[src/lsu_pkg.sv]
package lsu_pkg;

  // Bus widths
  localparam int addr_bits = 32;
  localparam int data_bits = 32;
  localparam int strb_bits = data_bits / 8;

  typedef logic [addr_bits-1:0] addr_t;
  typedef logic [data_bits-1:0] data_t;
  typedef logic [strb_bits-1:0] strb_t;

  // Access width as seen by the pipeline
  typedef enum logic [1:0] {
    size_byte = 2'b00,
    size_half = 2'b01,
    size_word = 2'b10
  } mem_size_t;

  typedef logic [1:0] resp_t;

  localparam resp_t resp_okay   = 2'b00;
  localparam resp_t resp_slverr = 2'b10;

  // On-chip SRAM geometry
  localparam int sram_words      = 1024;
  localparam int sram_index_bits = $clog2(sram_words);
  localparam addr_t sram_bytes   = addr_t'(sram_words * strb_bits);  // First address out of range

  typedef logic [sram_index_bits-1:0] sram_index_t;

  typedef enum logic [2:0] {
    st_idle,
    st_raddr,   // ar channel
    st_rdata,   // r channel
    st_waddr,   // aw and w channels together
    st_bresp,   // b channel
    st_done     // result registered, done pulse follows
  } lsu_state_t;

endpackage

[src/lsu_store_align.sv]
`timescale 1ns/1ps

module lsu_store_align (
  input  logic [1:0]          addr_low,
  input  lsu_pkg::mem_size_t  size,
  input  lsu_pkg::data_t      store_data,
  output lsu_pkg::data_t      lane_data,
  output lsu_pkg::strb_t      strobe
);

  // Data is copied to every lane, the strobe picks the lanes that count
  always_comb begin
    case (size)
      lsu_pkg::size_byte: begin
        lane_data = {4{store_data[7:0]}};
        strobe    = lsu_pkg::strb_t'(4'b0001 << addr_low);
      end
      lsu_pkg::size_half: begin
        lane_data = {2{store_data[15:0]}};
        if (addr_low[1]) begin
          strobe = 4'b1100;  // Upper halfword
        end else begin
          strobe = 4'b0011;
        end
      end
      default: begin
        lane_data = store_data;
        strobe    = 4'b1111;
      end
    endcase
  end

endmodule

[src/lsu_load_extract.sv]
`timescale 1ns/1ps

module lsu_load_extract (
  input  logic [1:0]          addr_low,
  input  lsu_pkg::mem_size_t  size,
  input  logic                zero_ext,
  input  lsu_pkg::data_t      bus_data,
  output lsu_pkg::data_t      load_data
);

  lsu_pkg::data_t shifted;
  logic           fill;

  // Addressed lane moved down to bit 0
  assign shifted = bus_data >> {addr_low, 3'b000};

  always_comb begin
    case (size)
      lsu_pkg::size_byte: begin
        fill      = zero_ext ? 1'b0 : shifted[7];
        load_data = {{24{fill}}, shifted[7:0]};
      end
      lsu_pkg::size_half: begin
        fill      = zero_ext ? 1'b0 : shifted[15];
        load_data = {{16{fill}}, shifted[15:0]};
      end
      default: begin
        fill      = 1'b0;  // Not used for a word
        load_data = bus_data;
      end
    endcase
  end

endmodule

[src/lsu.sv]
`timescale 1ns/1ps

module lsu (
  input  logic                clock,
  input  logic                reset,

  input  logic                req_valid,
  input  logic                req_write,
  input  lsu_pkg::addr_t      req_addr,
  input  lsu_pkg::data_t      req_wdata,
  input  lsu_pkg::mem_size_t  req_size,
  input  logic                req_unsigned,
  output logic                busy,
  output logic                read_done,
  output logic                write_done,
  output lsu_pkg::data_t      rdata,
  output logic                error,

  output lsu_pkg::addr_t      araddr,
  output logic                arvalid,
  input  logic                arready,
  input  lsu_pkg::data_t      axi_rdata,
  input  lsu_pkg::resp_t      rresp,
  input  logic                rvalid,
  output logic                rready,

  output lsu_pkg::addr_t      awaddr,
  output logic                awvalid,
  input  logic                awready,
  output lsu_pkg::data_t      wdata,
  output lsu_pkg::strb_t      wstrb,
  output logic                wvalid,
  input  logic                wready,
  input  lsu_pkg::resp_t      bresp,
  input  logic                bvalid,
  output logic                bready
);

  lsu_pkg::lsu_state_t state;

  // Captured request
  logic               write_q;
  lsu_pkg::addr_t     addr_q;
  lsu_pkg::data_t     wdata_q;
  lsu_pkg::mem_size_t size_q;
  logic               unsigned_q;

  lsu_pkg::data_t bus_q;   // Raw read word
  lsu_pkg::resp_t resp_q;
  lsu_pkg::data_t load_data;

  logic accept;
  logic misaligned;
  logic aw_ok;
  logic w_ok;

  assign busy   = (state != lsu_pkg::st_idle) || read_done || write_done;
  assign accept = req_valid && !busy;

  always_comb begin
    case (req_size)
      lsu_pkg::size_byte: misaligned = 1'b0;
      lsu_pkg::size_half: misaligned = req_addr[0];
      default:            misaligned = (req_addr[1:0] != 2'b00);
    endcase
  end

  assign araddr = {addr_q[31:2], 2'b00};
  assign awaddr = {addr_q[31:2], 2'b00};

  // Write side finished once both channels are accepted
  assign aw_ok = !awvalid || awready;
  assign w_ok  = !wvalid || wready;

  lsu_store_align u_store_align (
    .addr_low   (addr_q[1:0]),
    .size       (size_q),
    .store_data (wdata_q),
    .lane_data  (wdata),
    .strobe     (wstrb)
  );

  lsu_load_extract u_load_extract (
    .addr_low  (addr_q[1:0]),
    .size      (size_q),
    .zero_ext  (unsigned_q),
    .bus_data  (bus_q),
    .load_data (load_data)
  );

  always_ff @(posedge clock) begin
    if (reset) begin
      state      <= lsu_pkg::st_idle;
      arvalid    <= 1'b0;
      rready     <= 1'b0;
      awvalid    <= 1'b0;
      wvalid     <= 1'b0;
      bready     <= 1'b0;
      read_done  <= 1'b0;
      write_done <= 1'b0;
      error      <= 1'b0;
    end else begin
      read_done  <= 1'b0;
      write_done <= 1'b0;
      case (state)
        lsu_pkg::st_idle: begin
          if (accept) begin
            if (misaligned) begin  // Refused, no bus traffic
              error      <= 1'b1;
              read_done  <= !req_write;
              write_done <= req_write;
            end else if (req_write) begin
              awvalid <= 1'b1;
              wvalid  <= 1'b1;
              state   <= lsu_pkg::st_waddr;
            end else begin
              arvalid <= 1'b1;
              state   <= lsu_pkg::st_raddr;
            end
          end
        end
        lsu_pkg::st_raddr: begin
          if (arready) begin
            arvalid <= 1'b0;
            rready  <= 1'b1;
            state   <= lsu_pkg::st_rdata;
          end
        end
        lsu_pkg::st_rdata: begin
          if (rvalid) begin
            rready <= 1'b0;
            state  <= lsu_pkg::st_done;
          end
        end
        lsu_pkg::st_waddr: begin
          if (awvalid && awready) awvalid <= 1'b0;
          if (wvalid && wready) wvalid <= 1'b0;
          if (aw_ok && w_ok) begin
            bready <= 1'b1;
            state  <= lsu_pkg::st_bresp;
          end
        end
        lsu_pkg::st_bresp: begin
          if (bvalid) begin
            bready <= 1'b0;
            state  <= lsu_pkg::st_done;
          end
        end
        lsu_pkg::st_done: begin
          error      <= (resp_q != lsu_pkg::resp_okay);
          read_done  <= !write_q;
          write_done <= write_q;
          state      <= lsu_pkg::st_idle;
        end
        default: state <= lsu_pkg::st_idle;
      endcase
    end
  end

  always_ff @(posedge clock) begin
    if (accept) begin
      write_q    <= req_write;
      addr_q     <= req_addr;
      wdata_q    <= req_wdata;
      size_q     <= req_size;
      unsigned_q <= req_unsigned;
    end
    if (rvalid && rready) begin
      bus_q  <= axi_rdata;
      resp_q <= rresp;
    end
    if (bvalid && bready) resp_q <= bresp;
    if (state == lsu_pkg::st_done && !write_q) begin
      rdata <= load_data;
    end else if (accept && misaligned && !req_write) begin
      rdata <= '0;
    end
  end

endmodule

[config.mk]
export PLATFORM = sky130hd
export DESIGN_NAME = lsu
export DESIGN_NICKNAME = d
export VERILOG_FILES = /design/src/lsu_pkg.sv /design/src/lsu_store_align.sv /design/src/lsu_load_extract.sv /design/src/lsu.sv
export SDC_FILE = /design/constraint.sdc
export NUM_CORES = 1
export LEC_CHECK = 0
export ABC_AREA = 0
export BUFFER_PORTS_ARGS = -buffer_cell sky130_fd_sc_hd__buf_2
export CAP_MARGIN = 30
export CORE_MARGIN = 2
export CORE_UTILIZATION = 36
export DETAILED_ROUTE_END_ITERATION = 7
export MAX_ROUTING_LAYER = met4
export PLACE_DENSITY = 0.64
export SYNTH_ARGS = -nofsm -noshare
export SYNTH_HDL_FRONTEND = slang
export SYNTH_HIERARCHICAL = 1
export SYNTH_SLANG_ARGS = --single-unit
[constraint.sdc]
create_clock -name clock -period 8 [get_ports clock]
set_clock_uncertainty 0.15 [all_clocks]
set_input_delay 0.8 -clock clock [delete_from_list [all_inputs] [get_ports clock]]
set_output_delay 0.8 -clock clock [all_outputs]
set_load 0.005 [all_outputs]
==> metrics.txt <==
fin crit period between 3 and 4 ns; routed vias 4,346; worst-margin pin slew 0.992 ns; max_cap viols 0; Synth Register Bits about 150; EDFF count, synth 134; Overall Global Routing Usage 0.164; clock share of power 0.313; Setup crit start kind register; Worst-Skew Late Latency 0.41 ns; leak pwr 3.43 nW; Avg Synthesized Cell Area 13.5 um^2; first-pass GRT wire length 24.0 mm; RSZ-0062 raised after global routing no; Post-Synthesis Cells 495; Max H-tree Level 4; Tot Pwr 0.00259 W; CP Capture Type primary output; Hold WC Path Type reg -> reg; Combinational Power Share 0.253; total setup buffers inserted after CTS 0; final WL approximately 16 mm; IO Port Bufs 248; Power Dens Cells 316 nW/um^2; Non-Filler Instances 919; biggest area consumer among synthesized cells edfxtp_1; worst vdd ir 0.000150 V; worst relative slew slack 0.338; setup violators final 0; total CTS buffers 17; Slew Viols, Final 0; Hold Fails Final Rpt 0; antenna viol nets, final 0; Worst EP required 7.05 ns; Post-Syn Area 6680 um^2; post-cts sizing count 0; Register Area 4240 um^2; clk sinks 145; Clk pin slew, worst setup/hold paths 0.06 ns; Final Wtd Congestion about 0.87; Routed WL per cell 17.2 um; area delta synth->final 22.7%; clock buffer depth 2; DR iter-0 viols 253; GR Overflow Total 0; most frequent cell after synthesis edfxtp_1; 1st-pass router iterations 4; DP HPWL 12.0 mm; vias in the first global route 4,414; DP Cell Count roughly 890; final critical-path share of the clock period 0.385; Synth async-reset ratio 0; Multi-input gate area 1720 um^2; Cell variety after synth 52; Root Driver clkbuf_16; Area contributors post-synth edfxtp_1 60%, buf_4 8.2%, dfxtp_1 3.3%; initial antenna violation count 2; IO Count 253; Synth Flop Type edfxtp_1; Worst Path Arrival 2.13 ns; Crit Path Max Fanout 22; Synth top cells by count 134 x edfxtp_1, 73 x buf_4, 46 x nand2_1, 33 x and2_1, 19 x mux2_2; Pint 0.00181 W; CTS Hold Bufs 0; die area 19,700 um^2; standard-cell rows 49; share of the synthesized area in the top cell type 0.602; switching pwr slightly below 0.0008 W; vias per cell 4.73; Final #Nets 787; sequential share of power 0.434; Starting Density 0.369; pin count of the biggest net entering global routing roughly 70; Residual DRC 0; Ys Warns 6; share of layout cells above drive strength 1 0.469; Die W about 140 um; outcome complete, no violations; # fillers 1,677; Die Ht 140 um; sequential fraction of the synthesis area 0.635; CTS tree done; switching part of the total 0.303; core area around 18,000 um^2; critical path type reg -> out; Max Clock Freq 0.325 GHz; setup TNS 0 ns
==> logic make-up after synthesis <==
kind of cell           Yosys count  synth area share
AO/OA/AOI/OAI                   86            0.0978
buffers and inverters          106             0.110
multiplexers                    35            0.0579
XOR/XNOR                         1           0.00131
other                            1          0.000561
AND/OR/NAND/NOR                121            0.0976
flip-flops                     145             0.635
==> cell usage in the layout, fill, tap and decap left out, drive strengths merged, types with 4 or more instances in the layout <==
master / synthesis / routed
nand3b: 7 / 7
dfxtp: 11 / 11
nand2: 46 / 46
o2bb2ai: 6 / 6
buf: 81 / 253
mux2i: 15 / 15
conb: 1 / 4
nor2: 14 / 14
nor2b: 4 / 4
clkinv: 1 / 5
nand3: 4 / 4
mux2: 19 / 19
a21oi: 12 / 12
o21ai: 27 / 27
a22o: 6 / 6
o31ai: 8 / 8
o211a: 7 / 7
nor3: 7 / 7
clkbuf: 14 / 18
and2: 33 / 33
inv: 10 / 15
edfxtp: 134 / 134
==> registers in the layout, summed over array words and instances, names as in the netlist, 2 cells and up <==
name and count:
bus_q 32, state 3, wdata_q 32, size_q 2, rdata 32, addr_q 32, resp_q 2
==> path summary, 6_finish.rpt <==
kind | startpoint | endpoint | slack (ns) | cells past startpoint
worst min register to register | rready | rready | 0.35 | 2
worst max register to register | addr_q[1] | rdata[16] | 5.10 | 4
worst min-delay path | rready | rready | 0.35 | 2
worst max-delay path | size_q[0] | wdata[15] | 4.92 | 3
==> worst max-delay path, stage by stage (launching register included) <==
cell	delay, ns
edfxtp_1	0.79
nor2_4	0.42
mux2_2	0.38
buf_2	0.13
==> power groups by stage <==
stage	clock, W	combinational, W	sequential (W)
floorplan	0	0.000541	0.00109
global placement	0	0.000640	0.00114
detailed placement	0	0.000661	0.00114
CTS	0.000832	0.000662	0.00113
global route	0.000862	0.000718	0.00115
finish	0.000812	0.000656	0.00113
==> routing by layer <==
metal | wire [um] | GRT usage | share of wire
met5 | 0 | - | 0
met4 | 347 | 0.0686 | 0.022
met3 | 894 | 0.0455 | 0.057
met2 | 7970 | 0.266 | 0.51
met1 | 6560 | 0.193 | 0.42
==> area by class of cell <==
type / count / area share
multi-input combinational: 247 / 0.209
inverter: 11 / 0.00504
clock buffer: 18 / 0.0523
antenna: 2 / 0.000610
timing repair buffer: 253 / 0.158
clock inverter: 14 / 0.0220
sequential: 145 / 0.518
tap: 229 / 0.0349
==> metrics by stage <==
step	util	area [um^2]	setup WS [ns]	hold WS [ns]
final	0.453	8200	4.92	0.354
after global routing	0.453	8200	4.83	0.377
after CTS	0.453	8200	4.91	0.352
after detailed placement	0.419	7590	5.12	0.342
after global placement	0.418	7560	5.26	0.350
after floorplan	-	6690	4.06	0.337
Power figures use the tool's default switching activity.
